==> src/design/bus_pkg.sv <==
`default_nettype none

package bus_pkg;

   // Bus dimensions
   localparam int num_masters = 6;
   localparam int addr_w      = 16;
   localparam int data_w      = 32;

   // Requester slots on br/bg
   localparam int m_icache = 0;
   localparam int m_dcache = 1;
   localparam int m_mem    = 2;
   localparam int m_kbd    = 3;
   localparam int m_dma    = 4;
   localparam int m_spare  = 5;

   // Grant priority, highest first
   localparam int prio_order [num_masters] = '{
      m_mem,
      m_dcache,
      m_icache,
      m_kbd,
      m_dma,
      m_spare
   };

   // Addresses from here up belong to the I/O block
   localparam logic [addr_w-1:0] io_base = 16'hf000;

   // Command encoding on bus_write
   localparam logic cmd_write = 1'b1;
   localparam logic cmd_read  = 1'b0;

endpackage

`default_nettype wire

==> src/design/bus_io_regs.sv <==
`timescale 1ns/1ps
`default_nettype none

module bus_io_regs
   import bus_pkg::*;
(
   input  wire logic              bus_clk,
   input  wire logic              rst,
   input  wire logic              bus_valid,
   input  wire logic              sel_io,
   input  wire logic [addr_w-1:0] bus_addr,
   input  wire logic [data_w-1:0] bus_wdata,
   input  wire logic              bus_write,
   output logic                   io_ack,
   output logic      [data_w-1:0] io_rdata
);

   logic [data_w-1:0] regs [8];
   logic [2:0]        idx;
   logic              seen;
   logic              done;
   logic              fire;

   assign idx  = bus_addr[2:0];
   assign fire = seen && !done;

   // Request seen on one edge, answered on the next
   always_ff @(posedge bus_clk) begin
      if (rst) begin
         seen   <= 1'b0;
         done   <= 1'b0;
         io_ack <= 1'b0;
      end else begin
         io_ack <= 1'b0;
         if (fire) begin
            io_ack <= 1'b1;
            seen   <= 1'b0;
            done   <= 1'b1;
         end else if (done) begin
            // Re-arm once the bus goes idle
            if (!bus_valid) begin
               done <= 1'b0;
            end
         end else if (bus_valid && sel_io) begin
            seen <= 1'b1;
         end
      end
   end

   // Register file
   always_ff @(posedge bus_clk) begin
      if (rst) begin
         for (int i = 0; i < 8; i++) begin
            regs[i] <= '0;
         end
      end else if (fire && (bus_write == cmd_write)) begin
         regs[idx] <= bus_wdata;
      end
   end

   always_ff @(posedge bus_clk) begin
      if (fire && (bus_write == cmd_read)) begin
         io_rdata <= regs[idx];
      end
   end

endmodule

`default_nettype wire

==> config.mk <==
export PLATFORM = sky130hd
export DESIGN_NAME = bus_io_regs
export DESIGN_NICKNAME = d
export VERILOG_FILES = /design/src/design/bus_pkg.sv /design/src/design/bus_io_regs.sv
export SDC_FILE = /design/constraint.sdc
export NUM_CORES = 1
export LEC_CHECK = 0
export BUFFER_PORTS_ARGS = -buffer_cell sky130_fd_sc_hd__buf_2
export CAP_MARGIN = 20
export CORE_ASPECT_RATIO = 1.25
export CORE_UTILIZATION = 45
export CTS_CLUSTER_DIAMETER = 150
export DETAILED_ROUTE_END_ITERATION = 16
export PLACE_DENSITY = 0.68
export SETUP_SLACK_MARGIN = 0.2
export SLEW_MARGIN = 20
export SYNTH_ARGS = -nofsm -noshare
export SYNTH_HDL_FRONTEND = slang
export SYNTH_SLANG_ARGS = --single-unit
==> constraint.sdc <==
create_clock -name bus_clk -period 3.25 [get_ports bus_clk]
set_clock_uncertainty 0.05 [all_clocks]
set_input_delay 0.4875 -clock bus_clk [delete_from_list [all_inputs] [get_ports bus_clk]]
set_output_delay 0.4875 -clock bus_clk [all_outputs]
set_load 0.01 [all_outputs]
==> insert_results.sql <==
INSERT INTO impl_metrics (metric_group, metric, value, unit) VALUES
('power_and_ir_drop', 'ir_worst_vdd', '0.000372', 'V'),
('routing', 'wirelength', '26700', 'µm'),
('routing', 'drt.antenna.violating_nets', '0', ''),
('run_status', 'status', 'finished, violations left', ''),
('timing', 'slew_headroom', '0.257', ''),
('clock_network', 'clock_insertion_delay_worst_skew', '0.54', 'ns'),
('grt', 'grt_start_max_net_pins', '41', ''),
('synth', 'synth_area_per_cell', '17.6', 'µm²'),
('critical_path', 'critical_path_class', 'reg -> reg', ''),
('cells_and_area', 'multi_input_area', '3750', 'µm²'),
('power_and_ir_drop', 'power.internal', '0.00654', 'W'),
('timing', 'max_slew.worst_pin.slew', '1.11', 'ns'),
('floorplanning', 'design.portCount', '86', ''),
('floorplanning', 'design.die.area', '29000', 'µm²'),
('critical_path', 'cp_data_required_time', '3.35', 'ns'),
('routing', 'vias', '6369', ''),
('critical_path', 'worstPathMaxFanout', '32', ''),
('clock_network', 'cts.sinks', '291', ''),
('routing', 'average_wire_per_cell_in_the_routed_design', '22.7', 'µm'),
('power_and_ir_drop', 'p_clk_frac', '0.425', ''),
('clock_network', 'cts_hold_buf', '0', ''),
('power_and_ir_drop', 'powerDensity', '565', 'nW/µm²'),
('place', 'dpl.hpwl', '14400', 'µm'),
('synth', 'synthesis.instances', '726', ''),
('grt', 'antenna_found_initial', '2', ''),
('place', 'finalWeightedCongestion', '0.699', ''),
('timing', 'tns', '0', 'ns'),
('clock_network', 'cts-resized-gates', '0', ''),
('timing', 'final_period_minus_worst_setup_slack', '2.24', 'ns'),
('synth', 'synth.cell_area', '12800', 'µm²'),
('cells_and_area', 'final_nets', '857', ''),
('timing', 'report.final.hold_viol_count', '0', ''),
('timing', 'rsz_0062_raised_after_global_routing', 'false', ''),
('floorplanning', 'core_area', '27700', 'µm²'),
('critical_path', 'worst_ep_arrival_time', '2.35', 'ns'),
('critical_path', 'timing.critical_path.to_type', 'register', ''),
('cells_and_area', 'num-fill-cells', '2277', ''),
('timing', 'fmax', '446', 'MHz'),
('clock_network', 'tritoncts_clock_tree', 'built', ''),
('synth', 'number_of_flip_flops_and_latches_in_the_synthesized_netlist', '291', ''),
('floorplanning', 'overall_die_width', '153', 'µm'),
('job', 'maxCapViolCount', '0', ''),
('cells_and_area', 'final_layout_size_suffix_gt1_frac', '0.292', ''),
('synth', 'synth_warnings', '0', ''),
('power_and_ir_drop', 'power.net_switching', '0.00166', 'W'),
('synth', 'synth.yosys.seq_area_share', '0.682', ''),
('clock_network', 'cts_post_setup_buffers_inserted', '0', ''),
('routing', 'drt-pass1-iter-count', '11', ''),
('clock_network', 'tritoncts.num_buffers', '28', ''),
('routing', 'drcViolationCount', '6', ''),
('synth', 'synth_nets', '779', ''),
('grt', 'global_route.overflow_total', '0', ''),
('floorplanning', 'floorplan.initialDensity', '0.460', ''),
('power_and_ir_drop', 'power_frac_seq', '0.522', ''),
('timing', 'final_hold_slack', '0.152', 'ns'),
('min_path', 'hold_path.class', 'in -> reg', ''),
('cells_and_area', 'syn_to_final_growth', '13.6', '%'),
('grt', 'global_route_wire_length_before_repair', '40700', 'µm'),
('clock_network', 'ctsLongestPathBuffers', '3', ''),
('synth', 'synth_cell_types', '29', ''),
('timing', 'drv_slew', '0', ''),
('grt', 'globalRouteTotalUtil', '0.190', ''),
('clock_network', 'clkTransAtPathRegs', '0.06', 'ns'),
('run_status', 'violations', 'design-rule violations', ''),
('clock_network', 'cts.htree.levels', '1', ''),
('timing', 'setup_viol_count_final', '0', ''),
('clock_network', 'cts_root_buffer', 'clkbuf_16', ''),
('routing', 'route.detailed.vias_per_inst', '5.41', ''),
('power_and_ir_drop', 'swShare', '0.203', ''),
('grt', 'first_global_vias', '6800', ''),
('routing', 'dr.first_iter.drc_count', '474', ''),
('floorplanning', 'die_height', '190', 'µm'),
('floorplanning', 'rows', '68', ''),
('power_and_ir_drop', 'cellLeakagePower', '5.40', 'nW'),
('power_and_ir_drop', 'comb_power_share', '0.054', ''),
('critical_path', 'setup.worst_path.start_class', 'register', ''),
('timing', 'final_min_period_over_clock_period', '0.690', ''),
('cells_and_area', 'layout.area.seq', '8710', 'µm²'),
('place', 'port_buffers', '72', '');
==> per-layer routing <==
metal,GRT usage,wire length [µm],vias to the layer above
li1,-,-,2883
met1,0.234,10800,3296
met2,0.352,14300,151
met3,0.0257,1190,37
met4,0.0447,423,2
met5,0,12,-
==> Yosys cell counts <==
library cell  count  area (µm²)
mux2i_1           2        20.0
buf_6            12         135
nor4_4            2        42.5
nand3_1           2        10.0
mux2_2           31         349
o31ai_1           1        7.51
a211o_1           1        8.76
clkbuf_1         11        41.3
a21oi_1           3        15.0
mux4_1           13         342
buf_12            1        20.0
clkbuf_2          9        45.0
inv_6             1        8.76
o21ai_0           1        5.00
nand2b_1          2        12.5
nand4bb_1         1        11.3
nor2_1            3        11.3
or3b_2            2        17.5
mux4_2           49        1100
edfxtp_1        288        8650
dfxtp_1           3        60.1
nor3_2            4        40.0
buf_4             7        52.6
and2_1          256        1600
or2_2             8        50.1
or4bb_1           1        11.3
nand2_1           3        11.3
nor4b_4           2        47.6
buf_2             7        35.0
==> flip-flops by register name, summed over array words and instances (netlist names) <==
register and count:
seen 1, done 1, io_rdata 32, io_ack 1, regs 256
==> cell usage in the layout (no fill, tap or decap), drive strengths merged <==
cell type  instances
nand3              2
nand4bb            1
or3b               2
nor3               4
o21ai              1
clkinv            13
dfxtp              3
mux2              31
nor4               2
o31ai              1
and2             256
nor4b              2
nand2b             2
clkbuf            32
mux4              62
or4bb              1
edfxtp           288
clkinvlp           1
a211o              1
nor2               3
buf               95
or2                8
mux2i              2
nand2              3
a21oi              3
bufinv             6
diode              1
inv                1
==> worst max-delay path: stages (launching register included) <==
cell and delay, ns:
dfxtp_1 0.34, nand4bb_1 0.17, buf_4 0.22, nor3_4 0.18
or2_2 0.88
==> power by group through the flow <==
stage / registers, W / logic, W / clock network, W
5_1_grt: 0.00429 / 0.000474 / 0.00368
4_1_cts: 0.00428 / 0.000451 / 0.00354
2_1_floorplan: 0.00435 / 0.000277 / 0
3_5_place_dp: 0.00436 / 0.000450 / 0
6_report: 0.00428 / 0.000442 / 0.00348
3_3_place_gp: 0.00435 / 0.000445 / 0
==> per-stage QoR <==
step / instance area [µm²] / total power [W] / utilization / setup WS (ns) / cells
after global routing: 14500 / 0.00844 / 0.523 / 0.879 / 1176
final: 14500 / 0.00820 / 0.523 / 1.01 / 1177
after CTS: 14500 / 0.00827 / 0.523 / 0.952 / 1176
after detailed placement: 13500 / 0.00481 / 0.487 / 0.606 / 1124
after floorplan: 12800 / 0.00463 / - / 0.930 / 726
after global placement: 13500 / 0.00480 / 0.487 / 0.638 / 1124
==> cell families after synthesis <==
| kind of cell | Yosys count | share of synthesized area |
|---|---|---|
| and+or+nand+nor | 286 | 0.146 |
| buffers and inverters | 48 | 0.0265 |
| muxes | 95 | 0.142 |
| AOI/OAI and AO/OA | 6 | 0.00284 |
| DFF | 291 | 0.682 |
==> area by class of cell <==
type,count,area share
antenna,1,0.000173
timing repair buffer,95,0.0412
multi-input combinational,387,0.259
tap,350,0.0302
clock buffer,32,0.0508
clock inverter,20,0.0174
inverter,1,0.000604
sequential,291,0.601
==> path summary, 6_finish.rpt <==
path / cells after the start / from / end / slack, ns
setup reg to reg: 4 / done / regs[4][5] / 1.01
hold / removal: 3 / sel_io / seen / 0.15
setup / recovery: 4 / done / regs[4][5] / 1.01
hold reg to reg: 2 / seen / seen / 0.44
(Power assumes the default switching activity.)
