$ cat src/design/bus_pkg.sv
`default_nettype none

package bus_pkg;

   // Bus dimensions
   localparam int num_masters = 6;
   localparam int addr_w      = 16;
   localparam int data_w      = 32;

   // Requester slots on br/bg
   localparam int m_icache = 0;
   localparam int m_dcache = 1;
   localparam int m_mem    = 2;
   localparam int m_kbd    = 3;
   localparam int m_dma    = 4;
   localparam int m_spare  = 5;

   // Grant priority, highest first
   localparam int prio_order [num_masters] = '{
      m_mem,
      m_dcache,
      m_icache,
      m_kbd,
      m_dma,
      m_spare
   };

   // Addresses from here up belong to the I/O block
   localparam logic [addr_w-1:0] io_base = 16'hf000;

   // Command encoding on bus_write
   localparam logic cmd_write = 1'b1;
   localparam logic cmd_read  = 1'b0;

endpackage

`default_nettype wire

$ cat src/design/bus_master_mux.sv
`timescale 1ns/1ps
`default_nettype none

module bus_master_mux
   import bus_pkg::*;
(
   input  wire logic [num_masters-1:0]             bg,
   input  wire logic [num_masters-1:0][addr_w-1:0] m_addr,
   input  wire logic [num_masters-1:0][data_w-1:0] m_wdata,
   input  wire logic [num_masters-1:0]             m_write,
   input  wire logic [data_w-1:0]                  mem_rdata,
   input  wire logic [data_w-1:0]                  io_rdata,
   output logic                                    bus_valid,
   output logic      [addr_w-1:0]                  bus_addr,
   output logic      [data_w-1:0]                  bus_wdata,
   output logic                                    bus_write,
   output logic                                    sel_mem,
   output logic                                    sel_io,
   output logic      [data_w-1:0]                  bus_rdata
);

   logic in_io_space;

   assign bus_valid = |bg;

   // AND-OR select on the one-hot grant
   always_comb begin
      bus_addr  = '0;
      bus_wdata = '0;
      bus_write = cmd_read;
      for (int i = 0; i < num_masters; i++) begin
         if (bg[i]) begin
            bus_addr  = bus_addr | m_addr[i];
            bus_wdata = bus_wdata | m_wdata[i];
            bus_write = bus_write | m_write[i];
         end
      end
   end

   // Slave decode
   assign in_io_space = (bus_addr >= io_base);
   assign sel_io      = bus_valid && in_io_space;
   assign sel_mem     = bus_valid && !in_io_space;

   // Read data follows the decoded slave
   assign bus_rdata = in_io_space ? io_rdata : mem_rdata;

endmodule

`default_nettype wire

$ cat config.mk
export PLATFORM = sky130hd
export DESIGN_NAME = bus_master_mux
export DESIGN_NICKNAME = d
export VERILOG_FILES = /design/src/design/bus_pkg.sv /design/src/design/bus_master_mux.sv
export SDC_FILE = /design/constraint.sdc
export NUM_CORES = 1
export LEC_CHECK = 0
export BUFFER_PORTS_ARGS = -buffer_cell sky130_fd_sc_hd__buf_2
export CORE_AREA = 2 2 174 176
export DETAILED_ROUTE_END_ITERATION = 8
export DIE_AREA = 0 0 176 178
export MAX_ROUTING_LAYER = met4
export PLACE_DENSITY_LB_ADDON = 0.25
export SLEW_MARGIN = 25
export SYNTH_ARGS = -nofsm -noshare
export SYNTH_HDL_FRONTEND = slang
export SYNTH_SLANG_ARGS = --single-unit
$ cat constraint.sdc
create_clock -name vclk -period 2.9
set_input_delay 0.87 -clock vclk [all_inputs]
set_output_delay 0.87 -clock vclk [all_outputs]
set_load 0.03 [all_outputs]
==> metrics.cfg, run 1 <==
[logic_synthesis]
synth_area_leader_cell = a22oi_1
yosysWarnings = 0
ys_types = 14
syn_area_per_cell_um2 = 7.13
ys_top_cells_by_area = a22oi_1 58%, mux2_1 17%, nand3_1 12%
synth-seq-area-share_pct = 0
syn_inst = 267
synth_nets = 631
synth.cell_area_um2 = 1900
synth_common_cells = 147 x a22oi_1, 46 x nand3_1, 28 x mux2_1, 21 x clkbuf_1, 9 x buf_1
synth_most_common_cell = a22oi_1
yosysTopAreaCellShare_pct = 58.0

[grt]
grt_overflow_total = 0
grt_pass1_wl_um = 25300
grt_max_degree = 31
grt_usage_pct = 10.7
grt_pass1_vias = 4335
antenna_found_initial = 1

[sta]
holdWs_ns = 2.06
setup_viol = 34
fmax_mhz = 326
drv_slew = 0
finalCritPeriodShare_pct = 106
finalSetupTns_ns = -4.14
layout_setup_ws_ns = -0.167
worst_pin_slew_ns = 0.418
rsz0062_at_grt = yes
slew_headroom_pct = 72.1
fin_crit_ns = 3.07
hold_violations = 0

[final_layout]
seq_cell_count = 0
final_cells = 1104
clkbuf_count = 0
register_area_um2 = 0
area_growth_syn_to_layout_pct = 175
drive_above_1_share_pct = 74.6
finalNetCount = 1079

[routing]
drc_errors = 0
wl_um = 18900
ant_nets = 0
wl_per_cell_um = 17.1
routed_via_density = 3.96
dr.pass1.iters = 4
vias = 4369
first_iter_violations = 173

[die]
die_y_um = 178
io_pins = 448
rows = 63
core_um2 = 29400
start_util_pct = 6.48
dieArea_um2 = 31300
die_w_um = 176

[critical_path]
endpoint_kind = primary output
critPathMaxFanout = 6
critPathLaunchType = input port
critPathKind = input port to primary output
cp.arrival_ns = 2.20
critPathRequiredTime_ns = 2.03

[min_path]
hold_class = input port to primary output

[placement]
gp_congestion = 0.814
dp_hpwl_um = 16200
io_buffer_count = 448
dp_cells = 1094

[outcome]
violations = negative setup slack
outcome = finished, violations left

[pwr]
p_leak_uw = 0.00270
power_density_nw_per_um2 = 234
p_total_uw = 1220
ir_drop_uv = 53.2

[run]
max-cap-violations = 0

[clock_network]
postCtsHoldBufs = 0

## worst paths after layout
| check | start | end | cells after the start |
|---|---|---|---|
| setup / recovery | bg[0] | bus_rdata[13] | 8 |
| hold / removal | mem_rdata[15] | bus_rdata[15] | 3 |
## what timing repair did
action                     CTS  global route
pin swaps                    7             4
gates cloned                 2             0
resized for setup           77             8
setup endpoints to repair   42            37
setup buffers                7             2
## per-stage QoR
stage	setup slack [ns]	area (µm²)	utilization (%)
finish	-0.167	5240	17.8
global route	-0.205	5240	17.8
CTS	-0.172	5210	17.7
detailed placement	-0.230	4850	16.5
global placement	-0.220	4850	16.5
floorplan	0.00143	2100	-
## power breakdown
| part | leakage (µW) | internal [µW] | switching, µW |
|---|---|---|---|
| clock network | 0.00000000634 | 0.0000461 | 0 |
| registers | 0 | 0 | 0 |
| logic | 0.00270 | 599 | 624 |
| total | 0.00270 | 599 | 624 |
## final cells by class
| cell class | count | area, µm² |
|---|---|---|
| tap | 390 | 488 |
| antenna | 1 | 2.50 |
| inverter | 1 | 3.75 |
| fill | 3350 | 24200 |
| timing repair buffer | 479 | 2770 |
| multi-input combinational | 233 | 1980 |
## critical path: stages
cell,delay (ns)
buf_12,0.11
a22oi_2,0.23
nand3_4,0.11
nand4_4,0.16
buf_12,0.14
buf_16,0.12
mux2_4,0.30
buf_6,0.14
## metal layers
metal  track usage, %  share of wire [%]
met1             11.6                 37
met2             20.7                 52
met3             1.45                8.3
met4             2.51                2.8
met5                -                  0
## cell usage in the layout (no fill, tap or decap), types with 2 or more instances in the layout
cell type and instances:
nand3_1 45, buf_4 23, a22oi_2 13, buf_6 36, nand3_2 2, buf_2 415
a22oi_1 134, nand3_4 2, buf_12 2, mux2_4 31, buf_16 2
## cell families (layout without fill, tap and decap cells)
| kind of cell | Yosys count | after routing | share of synthesized area [%] |
|---|---|---|---|
| other | 0 | 1 | 0 |
| and+or+nand+nor | 54 | 54 | 15.8 |
| muxes | 32 | 32 | 18.9 |
| AOI/OAI and AO/OA | 147 | 147 | 58.0 |
| buffers and inverters | 34 | 480 | 7.29 |
(Power assumes the default switching activity.)
==> inputs of run 2 (changes only) <==
ABC_AREA = 1   (was unset)
CORE_AREA = 2 2 175 177   (was 2 2 174 176)
DIE_AREA = 0 0 177 179   (was 0 0 176 178)
==> metrics.cfg, run 2 <==
[critical_path]
endpoint_kind = primary output  ; unchanged
critPathMaxFanout = 7  ; was 6
critPathLaunchType = input port  ; unchanged
crit_start = bg[1]  ; was bg[0]
critPathRequiredTime_ns = 2.03  ; about the same
cp.arrival_ns = 2.06  ; was 2.20 ns
critPathKind = input port to primary output  ; unchanged
endpoint = bus_rdata[24]  ; was bus_rdata[13]

[final_layout]
register_area_um2 = 0  ; unchanged
final_area_um2 = 6010  ; was 5240 µm²
final_cell_mix = 404 x buf_2, 279 x nand2_1, 45 x nand3_1, 42 x buf_6, 38 x nand2_2  ; was 415 x buf_2, 134 x a22oi_1, 45 x nand3_1, 36 x buf_6, 31 x mux2_4
nFillCells = 3560  ; was 3350
area_growth_syn_to_layout_pct = 162  ; was 175%
finalNetCount = 1326  ; was 1079
mostFrequentLayoutCell = buf_2  ; unchanged
drive_above_1_share_pct = 59.4  ; was 74.6%
clkbuf_count = 0  ; unchanged
seq_cell_count = 0  ; unchanged

[sta]
fin_crit_ns = 2.93  ; was 3.07 ns
finalCritPeriodShare_pct = 101  ; was 106%
hold_violations = 0  ; unchanged
fmax_mhz = 341  ; was 326 MHz
setup_viol = 15  ; was 34
slew_headroom_pct = 76.2  ; was 72.1%
holdWs_ns = 2.05  ; was 2.06 ns
worst_pin_slew_ns = 0.356  ; was 0.418 ns
rsz0062_at_grt = yes  ; unchanged
drv_slew = 0  ; unchanged
layout_setup_ws_ns = -0.0298  ; was -0.167 ns

[logic_synthesis]
yosysTopAreaCellShare_pct = 53.4  ; was 58.0%
synth.cell_area_um2 = 2290  ; was 1900 µm²
ys_top_cells_by_area = nand2_1 53%, a221oi_1 17%, nand3_1 9.8%  ; was a22oi_1 58%, mux2_1 17%, nand3_1 12%
synth_nets = 869  ; was 631
synth-seq-area-share_pct = 0  ; unchanged
ys_types = 16  ; was 14
syn_inst = 505  ; was 267
synth_most_common_cell = nand2_1  ; was a22oi_1
synth_area_leader_cell = nand2_1  ; was a22oi_1
yosysWarnings = 0  ; unchanged
syn_area_per_cell_um2 = 4.54  ; was 7.13 µm²
synth_common_cells = 326 x nand2_1, 45 x a221oi_1, 45 x nand3_1, 32 x o21ai_0, 18 x buf_2  ; was 147 x a22oi_1, 46 x nand3_1, 28 x mux2_1, 21 x clkbuf_1, 9 x buf_1

[pwr]
p_leak_uw = 0.00334  ; was 0.00270 µW
power_density_nw_per_um2 = 234  ; about the same
p_total_uw = 1400  ; was 1220 µW
ir_drop_uv = 76.0  ; was 53.2 µV

[grt]
grt_max_degree = 47  ; was 31
grt_pass1_wl_um = 26900  ; was 25300 µm
grt_pass1_vias = 4978  ; was 4335
grt_usage_pct = 11.2  ; was 10.7%
grt_overflow_total = 0  ; unchanged
antenna_found_initial = 1  ; unchanged

[die]
rows = 64  ; was 63
dieArea_um2 = 31700  ; was 31300 µm²
io_pins = 448  ; unchanged
die_y_um = 179  ; was 178 µm
die_w_um = 177  ; was 176 µm
core_um2 = 30000  ; was 29400 µm²
start_util_pct = 7.63  ; was 6.48%

[run]
max-cap-violations = 0  ; unchanged

[placement]
dpl_cell_area_um2 = 5240  ; was 4850 µm²
io_buffer_count = 448  ; unchanged
dp_hpwl_um = 16700  ; was 16200 µm
gp_congestion = 0.899  ; was 0.814

[routing]
vias = 5261  ; was 4369
ant_nets = 0  ; unchanged
wl_per_cell_um = 15.1  ; was 17.1 µm
drc_errors = 0  ; unchanged
dr.pass1.iters = 4  ; unchanged
wl_um = 20500  ; was 18900 µm
routed_via_density = 3.88  ; was 3.96
first_iter_violations = 179  ; was 173

[outcome]
outcome = finished, violations left  ; unchanged
violations = negative setup slack  ; unchanged

[clock_network]
postCtsHoldBufs = 0  ; unchanged

[min_path]
hold_class = input port to primary output  ; unchanged

## run 2: cell types whose count changed in the layout (fill, tap and decap cells not counted), moves of 11 or more
cell,previous run,this run
a22oi_1,134,0
mux2_4,31,0
nand2_1,1,279
a22oi_2,13,0
nand2_4,0,13
o21ai_0,0,30
buf_2,415,404
a221oi_1,0,31
a221oi_2,0,14
nand2_2,0,38
## run 2: critical path: stages
cell,delay [ns]
buf_8,0.09
buf_12,0.11
nand2_4,0.04
nand2_2,0.07
nor2_4,0.04
nand2_4,0.08
nand2_8,0.09
nor2_8,0.20
clkbuf_16,0.21
nand2_2,0.05
nand2_2,0.06
buf_6,0.12
## run 2: power breakdown
| group | switching, µW | total (µW) | internal [µW] |
|---|---|---|---|
| clock network | 0 | 0.0000461 | 0.0000461 |
| logic | 780 | 1400 | 623 |
| registers | 0 | 0 | 0 |
## run 2: kinds of logic after synthesis
| kind of cell | share of synthesized area [%] |
|---|---|
| buffers and inverters | 8.35 |
| AND/OR/NAND/NOR | 67.2 |
| AO/OA/AOI/OAI | 24.4 |
## run 2: stage by stage
step | setup TNS [ns] | cells | worst slack, ns | util [%]
2_1_floorplan | 0 | 505 | 0.0921 | -
3_3_place_gp | -3.19 | 1346 | -0.103 | 17.5
3_5_place_dp | -4.12 | 1346 | -0.151 | 17.5
4_1_cts | -0.0310 | 1348 | -0.00845 | 18.4
5_1_grt | -2.41 | 1357 | -0.0998 | 20.0
6_report | -0.286 | 1357 | -0.0298 | 20.0
## run 2: metal layers
layer	vias to the layer above	wire (µm)	GRT usage [%]
met2	285	10800	20.6
met1	2352	8000	13.3
met5	-	0	-
met4	0	392	2.41
li1	2602	-	-
met3	22	1370	0.700
## run 2: worst min-delay path by stage
stage	slack, ns	cells past startpoint	start	end
final	2.05	4	io_rdata[9]	bus_rdata[9]
after CTS	2.05	4	io_rdata[23]	bus_rdata[23]
after global placement	2.09	4	io_rdata[23]	bus_rdata[23]
after detailed placement	2.09	4	io_rdata[6]	bus_rdata[6]
after floorplan	1.96	2	io_rdata[0]	bus_rdata[0]
after global routing	2.07	4	io_rdata[23]	bus_rdata[23]
## run 2: final cells by class
| cell class | instances | area, µm² | area share (%) |
|---|---|---|---|
| multi-input cells | 462 | 2430 | 40.5 |
| repair buffers | 494 | 3070 | 51.0 |
| diodes | 1 | 2.50 | 0.0416 |
| well taps | 396 | 495 | 8.24 |
| inverters | 4 | 15.0 | 0.250 |
## run 2: what timing repair did
| item | CTS | global route |
|---|---|---|
| resized for setup | 84 | 104 |
| endpoints found under the setup margin | 47 | 51 |
| endpoints found under the hold margin | 0 | 0 |
| gates cloned | 1 | 4 |
| setup buffers | 1 | 4 |
| pin swaps | 2 | 15 |
