==> src/design/bus_pkg.sv <==
`default_nettype none

package bus_pkg;

   // Bus dimensions
   localparam int num_masters = 6;
   localparam int addr_w      = 16;
   localparam int data_w      = 32;

   // Requester slots on br/bg
   localparam int m_icache = 0;
   localparam int m_dcache = 1;
   localparam int m_mem    = 2;
   localparam int m_kbd    = 3;
   localparam int m_dma    = 4;
   localparam int m_spare  = 5;

   // Grant priority, highest first
   localparam int prio_order [num_masters] = '{
      m_mem,
      m_dcache,
      m_icache,
      m_kbd,
      m_dma,
      m_spare
   };

   // Addresses from here up belong to the I/O block
   localparam logic [addr_w-1:0] io_base = 16'hf000;

   // Command encoding on bus_write
   localparam logic cmd_write = 1'b1;
   localparam logic cmd_read  = 1'b0;

endpackage

`default_nettype wire

==> src/design/bus_arbiter.sv <==
`timescale 1ns/1ps
`default_nettype none

module bus_arbiter
   import bus_pkg::*;
(
   input  wire logic                   bus_clk,
   input  wire logic                   rst,
   input  wire logic [num_masters-1:0] br,
   input  wire logic                   mem_ack,
   input  wire logic                   io_ack,
   output logic      [num_masters-1:0] bg,
   output logic                        bus_ack
);

   localparam logic st_idle = 1'b0;
   localparam logic st_busy = 1'b1;

   logic                   state;
   logic                   any_req;
   logic                   idle_to_busy;
   logic                   busy_to_idle;
   logic [num_masters-1:0] pick;

   // One acknowledge for the whole bus, whichever slave answered
   assign bus_ack = mem_ack | io_ack;

   assign any_req = |br;

   // Priority picker
   // Walk from lowest to highest priority so the strongest requester wins
   always_comb begin
      pick = '0;
      for (int i = num_masters - 1; i >= 0; i--) begin
         if (br[prio_order[i]]) begin
            pick = '0;
            pick[prio_order[i]] = 1'b1;
         end
      end
   end

   assign idle_to_busy = (state == st_idle) && any_req;
   assign busy_to_idle = (state == st_busy) && bus_ack;

   // Idle/busy state
   always_ff @(posedge bus_clk) begin
      if (rst) begin
         state <= st_idle;
      end else if (idle_to_busy) begin
         state <= st_busy;
      end else if (busy_to_idle) begin
         state <= st_idle;
      end
   end

   // Grant register
   // Loaded only when leaving idle, so later requests cannot steal the bus
   always_ff @(posedge bus_clk) begin
      if (rst) begin
         bg <= '0;
      end else if (idle_to_busy) begin
         bg <= pick;
      end else if (busy_to_idle) begin
         bg <= '0;
      end
   end

endmodule

`default_nettype wire

==> config.mk <==
export PLATFORM = sky130hd
export DESIGN_NAME = bus_arbiter
export DESIGN_NICKNAME = d
export VERILOG_FILES = /design/src/design/bus_pkg.sv /design/src/design/bus_arbiter.sv
export SDC_FILE = /design/constraint.sdc
export NUM_CORES = 1
export LEC_CHECK = 0
export BUFFER_PORTS_ARGS = -buffer_cell sky130_fd_sc_hd__buf_2
export CELL_PAD_IN_SITES_DETAIL_PLACEMENT = 1
export CELL_PAD_IN_SITES_GLOBAL_PLACEMENT = 1
export CORE_AREA = 5 5 42 44
export CTS_CLUSTER_SIZE = 12
export DETAILED_ROUTE_END_ITERATION = 8
export DIE_AREA = 0 0 47 49
export GPL_ROUTABILITY_DRIVEN = 0
export HOLD_SLACK_MARGIN = 0.06
export PLACE_DENSITY = 0.7
export SLEW_MARGIN = 20
export SYNTH_ARGS = -nofsm -noshare
export SYNTH_HDL_FRONTEND = slang
export SYNTH_SLANG_ARGS = --single-unit
==> constraint.sdc <==
create_clock -name bus_clk -period 2.88 [get_ports bus_clk]
set_clock_uncertainty 0.1 [all_clocks]
set_input_delay 0 -clock bus_clk [delete_from_list [all_inputs] [get_ports bus_clk]]
set_output_delay 0 -clock bus_clk [all_outputs]
set_load 0.01 [all_outputs]
==> out/qor.yml, run 1 <==
synthesis:
  yosysMostFrequentCell: "dfxtp_1"
  synth-main-ff-cell: "dfxtp_1"
  synth-xor-area-share_pct: 0
  syn_nets: 44
  ys_ff_latch: 7
  synth_top_cells_by_area: "dfxtp_1 39%, o41ai_2 9.0%, or4_4 6.3%"
  synth_top_family_by_area: "compound AO/OA/AOI/OAI gates"
  synth_edf_count: 0
  yosys_warnings: 0
  synth_cells: 34
  postSynthAreaPerCell_sq_um: 10.60
  seq_area_frac_synth_pct: 38.89
  synth.area.mux_share_pct: 0
  synth_cell_types: 20
  synth_top_area_share_pct: 38.89
  synth_compound_area_share_pct: 28.47
  synth_async_sr_flop_share_pct: 0
  synthAdderAreaFrac_pct: 0
  yosysTopAreaCell: "dfxtp_1"
  synthTopCellsByCount: "7 x dfxtp_1, 3 x inv_1"
  netlist_area_sq_um: 360.3
  synth-simple-area-share_pct: 26.39
global_route:
  gr-total-overflow: 0
  grt_usage_pct: 9.379
  grt_pass1_wl_mm: 1.511
  grt_pass1_vias: 366
  met2_usage_pct: 11.99
  gr-usage-met3_pct: 7.749
  top_usage_layer: "met2"
  antenna_found_initial: 0
  grt_use_met1_pct: 11.04
  grt_max_degree: 10
floorplanning:
  die_x_um: 47
  dieArea_sq_um: 2303
  chipHeight_um: 49
  io_pins: 17
  start_util_pct: 25.71
  coreArea_sq_um: 1401
  rows: 14
timing:
  setup_viol: 0
  fmax_ghz: 0.4938
  worst_slew_pin_slew_ns: 0.6214
  max_slew_margin_pct: 58.19
  period_minus_slack_ns: 2.025
  hold_viol: 0
  fin_crit_sh_pct: 70.32
  finalWorstSetupSlack_ns: 0.8548
  drv_slew: 0
  rsz0062_at_grt: "no"
  tns_ns: 0
drt:
  dr_total_vias: 398
  ant_nets: 0
  wl_per_cell_um: 12.06
  vias_per_cell: 5.103
  drtIter0Drc: 2
  wl_um: 941
  drc: 0
  firstDrtPassIters: 4
pwr:
  p_switching_uw: 59.27
  vdd_drop_max_mv: 0.2033
  p_comb_share_pct: 16.1
  power_leakage_nw: 0.2609
  powerDensity_nw_per_um2: 412.7
  pwr-share-clk_pct: 39.3
  p_int_uw: 174.1
  power_frac_seq_pct: 44.6
  swShare_pct: 25.39
setup_path:
  crit_path_start_kind: "primary input"
  r2r-start: "state"
  crit_path_max_incr_delay_ns: 0.57
  crit_type: "primary input to flip-flop"
  r2r_cells: 4
  worstPathCellList: "dlygate4sd3_1 > buf_2 > or4_4 > nor4_1 > a211oi_1 > dlygate4sd3_1"
  arrival_ns: 2.06
  r2r_slack_ns: 0.91
  crit_top_cell: "dlygate4sd3_1"
  crit_fanout: 4
  rr_endpoint: "bg[5]"
  endpoint_kind: "flip-flop"
  slowest_stage: "or4_4"
  required_ns: 2.92
min_path:
  hold_path.class: "primary input to flip-flop"
  hp-start: "mem_ack"
  hold_depth: 3
  hold_end: "bg[2]"
layout:
  layout.nets: 73
  fillers: 177
  design_area_sq_um: 565.5
  multi_input_area_sq_um: 197.7
  layout-drive-gt1-share_pct: 41.94
  area_growth_pct: 56.94
  seqCellArea_sq_um: 140.1
  diodes: 0
placed_design:
  place_area_sq_um: 449.2
  pre_cts_slack_ns: 1.402
  io_buffer_count: 16
clock_network:
  cts_sinks: 7
  numCtsBuffers: 3
  cts.path.max_buffers: 2
  cts_tree: "yes"
  path_clk_slew_ns: 0.05
  cts_setup_buffers: 0
  cts-root-buf: "clkbuf_4"
  clk_latency_ns: 0.25
  htreeDepth: 1
job:
  drv_cap: 0
run_status:
  status: "finished clean"
==> power by group through the flow <==
stage               registers, mW  clock network [mW]  logic, mW
floorplan                   0.105                   0     0.0154
global placement            0.106                   0     0.0291
detailed placement          0.106                   0     0.0292
CTS                         0.104              0.0965     0.0380
global route                0.104               0.103     0.0415
finish                      0.104              0.0917     0.0377
==> through the flow <==
stage          utilization [%]  hold WS (ns)  std cells  power, mW
2_1_floorplan                -      -0.02724         34     0.1204
3_3_place_gp             32.05        0.1759         65     0.1351
3_5_place_dp             32.05        0.1801         65     0.1350
4_1_cts                  40.36        0.1336         78     0.2385
5_1_grt                  40.36        0.1454         78     0.2494
6_report                 40.36        0.1352         78     0.2334
==> cell type report <==
| type | count | area share (%) |
|---|---|---|
| clock buffer | 4 | 4.646 |
| inverter | 3 | 1.991 |
| multi-input combinational | 23 | 34.96 |
| sequential | 7 | 24.78 |
| tap | 16 | 3.540 |
| timing repair buffer | 25 | 30.09 |
==> critical path: cells and delay by family <==
kind	cells	cell delay (ns)
AO/OA/AOI/OAI	1	0.08
buffers and inverters	3	1.23
AND/OR/NAND/NOR	2	0.75
==> flip-flops by register name, summed over array words and instances, names as in the netlist <==
signal and flops:
bg 6, state 1
==> how the worst max path moves through the flow <==
stage                from    end  slack, ns  depth (start not counted)
floorplan           state  bg[4]       1.45                          4
global placement    state  bg[4]       1.40                          3
detailed placement  state  bg[4]       1.40                          3
CTS                 br[3]  state       0.86                          6
global route        state  bg[5]       0.73                          4
finish              br[3]  state       0.85                          6
==> kinds of logic after synthesis <==
| family | count (synthesis) |
|---|---|
| flip-flops | 7 |
| AND/OR/NAND/NOR | 13 |
| buffers and inverters | 4 |
| AO/OA/AOI/OAI | 10 |
==> placed cells by master (no fill, tap or decap), drive strengths merged, types with 3 or more instances in the layout <==
master / netlist / routed
buf: 1 / 16
clkbuf: 0 / 4
dfxtp: 7 / 7
dlygate4sd3: 0 / 9
inv: 3 / 3
==> per-layer routing <==
layer / vias up / part of all wire (%)
met4: 0 / 0
met3: 0 / 13
met1: 187 / 43
met2: 17 / 44
li1: 194 / -
met5: - / 0
==> what timing repair did <==
action                                 in CTS  in global routing
gates resized for setup                     0                  0
hold buffers                                9                  0
endpoints found under the hold margin       7                  0
No activity file was read; power rests on OpenSTA's default activity.
==> run 2, diff against run 1 <==
ABC_AREA = 1   (was default)
CORE_AREA = default   (was 5 5 42 44)
CORE_MARGIN = 5   (was default)
CORE_UTILIZATION = 25   (was default)
DIE_AREA = default   (was 0 0 47 49)
PLACE_DENSITY = 0.73   (was 0.7)
clock period = 1.7 ns   (was 2.88 ns; I/O delays follow)
==> out/qor.yml, run 2 <==
layout:
  layout-drive-gt1-share_pct: 38.89  # -3.0 points
  largest_reg_flops: 6  # unchanged
  top_register: "bg"
  fillers: 170  # -4.0%
  final_common_cell: "buf_2"
  area_growth_pct: 67.77
  reg.largest.list: "bg (6), state (1)"
  diodes: 0  # unchanged
  layout.nets: 83  # +14%
  layout_common_cells: "16 x buf_2, 8 x nand3_1, 8 x dlygate4sd3_1, 7 x dfxtp_1"
  utilization_pct: 44.04  # +3.7 points
clock_network:
  cts.path.max_buffers: 2  # unchanged
  cts_sinks: 7  # unchanged
  cts_tree: "yes"
  htreeDepth: 1  # unchanged
  path_clk_slew_ns: 0.05  # about the same
  numCtsBuffers: 3  # unchanged
  clk_latency_ns: 0.26  # about the same
  cts-root-buf: "clkbuf_4"
drt:
  firstDrtPassIters: 4  # unchanged
  met2WireLength_um: 585  # +40%
  drtIter0Drc: 11  # +9
  routed.top_layer: "met4"
  drc: 0  # unchanged
  wl_met1_um: 434  # +7.2%
  ant_nets: 0  # unchanged
  wl_per_cell_um: 13.37  # +11%
  dr_total_vias: 420  # +5.5%
  vias_per_cell: 4.828  # -5.4%
  wl_met3_um: 103  # -13%
  wl_mm: 1.163  # +24%
synthesis:
  synth_async_sr_flop_share_pct: 0  # unchanged
  postSynthAreaPerCell_sq_um: 8.133  # -23%
  yosysMostFrequentCell: "nand3_1"
  synth-main-ff-cell: "dfxtp_1"
  synth_cells: 42  # +24%
  syn_nets: 52  # +18%
  synth_edf_count: 0  # unchanged
  synthTopCellsByCount: "8 x nand3_1, 7 x a21oi_1, 7 x dfxtp_1"
  synth_top_area_share_pct: 41.03  # +2.1 points
  seq_area_frac_synth_pct: 41.03  # +2.1 points
  ys_ff_latch: 7  # unchanged
  netlist_area_sq_um: 341.6  # -5.2%
  synth_cell_types: 14  # -30%
  synth_top_cells_by_area: "dfxtp_1 41%, nand3_1 12%, a21oi_1 10%"
  yosysTopAreaCell: "dfxtp_1"
  yosys_warnings: 0  # unchanged
timing:
  setup_viol: 0  # unchanged
  tns_ns: 0  # unchanged
  fin_crit_sh_pct: 94.61
  fmax_ghz: 0.6217
  max_slew_margin_pct: 84.98  # +27 points
  worst_slew_pin_slew_ns: 0.2248  # -0.3967 ns
  rsz0062_at_grt: "no"
  hold_viol: 0  # unchanged
  drv_slew: 0  # unchanged
  period_minus_slack_ns: 1.608
setup_path:
  r2r_cells: 4  # unchanged
  endpoint_kind: "flip-flop"
  crit_type: "primary input to flip-flop"
  required_ns: 1.79  # -1.13 ns
  rr_endpoint: "bg[3]"
  r2r-start: "state"
  arrival_ns: 1.70  # -0.36 ns
  crit_fanout: 3  # -1
  crit_path_end: "bg[0]"
  crit_path_start_kind: "primary input"
  cp-startpoint: "br[2]"
  r2r_slack_ns: 0.17  # -0.74 ns
min_path:
  hold_path.class: "primary input to flip-flop"
floorplanning:
  die_x_um: 46.97  # about the same
  dieArea_sq_um: 2206  # -4.2%
  start_util_pct: 26.25  # +0.54 points
  rows: 13  # -1
  chipHeight_um: 46.97  # -4.2%
  io_pins: 17  # unchanged
  coreArea_sq_um: 1301  # -7.1%
placed_design:
  hpwl_um: 765.8
  io_buffer_count: 16  # unchanged
global_route:
  grt_pass1_vias: 407  # +11%
  grt_max_degree: 9  # -1
  gr-total-overflow: 0  # unchanged
  grt_usage_pct: 12.74  # +3.4 points
  grt_pass1_wl_mm: 1.828  # +21%
  antenna_found_initial: 0  # unchanged
pwr:
  vdd_drop_max_mv: 0.4453  # +120%
  power_leakage_nw: 0.2567  # -1.6%
  powerDensity_nw_per_um2: 723.2  # +75%
run_status:
  status: "finished clean"
job:
  drv_cap: 0  # unchanged
## run 2: cell families after synthesis
logic type / after synthesis / synth area share, %
simple gates: 24 / 40.30
flops: 7 / 41.02
compound gates: 7 / 10.26
buf+inv: 4 / 8.426
## run 2: routing by layer
| metal | GRT usage, % | vias to the layer above |
|---|---|---|
| li1 | - | 204 |
| met1 | 13.99 | 194 |
| met5 | 0 | - |
| met2 | 19.51 | 16 |
| met3 | 7.280 | 6 |
| met4 | 6.630 | 0 |
## run 2: where the power goes
group          internal (mW)  switching (mW)  total, mW
clock                 0.0898          0.0652      0.155
sequential             0.171         0.00483      0.175
combinational         0.0433          0.0407     0.0839
## run 2: what timing repair did
item,CTS,global route
endpoints found under the setup margin,0,1
gates resized for setup,0,3
setup buffers,0,2
hold buffers,9,0
endpoints found under the hold margin,7,0
## run 2: metrics by stage
stage,instance area [sq um],hold slack (ns),std cells,setup WS [ns],power (mW)
final,573.1,0.09357,87,0.09160,0.4144
after global routing,573.1,0.1240,87,0.02482,0.4433
after CTS,556.8,0.06347,86,0.009690,0.4126
after detailed placement,440.4,0.1701,73,0.6434,0.2434
after global placement,440.4,0.1625,73,0.6924,0.2409
after floorplan,341.6,-0.03093,42,0.7514,0.2141
## run 2: cell type report
cell class / instances / area (sq um) / share of cell area (%)
inverter: 4 / 28.78 / 5.022
clock buffer: 4 / 26.28 / 4.585
timing repair buffer: 26 / 175.2 / 30.57
sequential: 7 / 140.1 / 24.45
multi-input combinational: 31 / 183.9 / 32.10
tap: 15 / 18.77 / 3.275
## run 2: worst min-delay path by stage
| stage | from | end | slack, ns | depth (start not counted) |
|---|---|---|---|---|
| floorplan | rst | bg[0] | -0.03 | 1 |
| global placement | rst | bg[0] | 0.16 | 2 |
| detailed placement | rst | state | 0.17 | 2 |
| CTS | br[2] | bg[4] | 0.06 | 6 |
| global route | br[0] | bg[4] | 0.12 | 6 |
| finish | br[0] | bg[4] | 0.09 | 6 |
## run 2: critical path: stages
cell	delay (ns)
buf_2	0.12
dlygate4sd3_1	0.59
nor3b_1	0.21
dlygate4sd3_1	0.57
nand3_1	0.07
a21oi_1	0.13
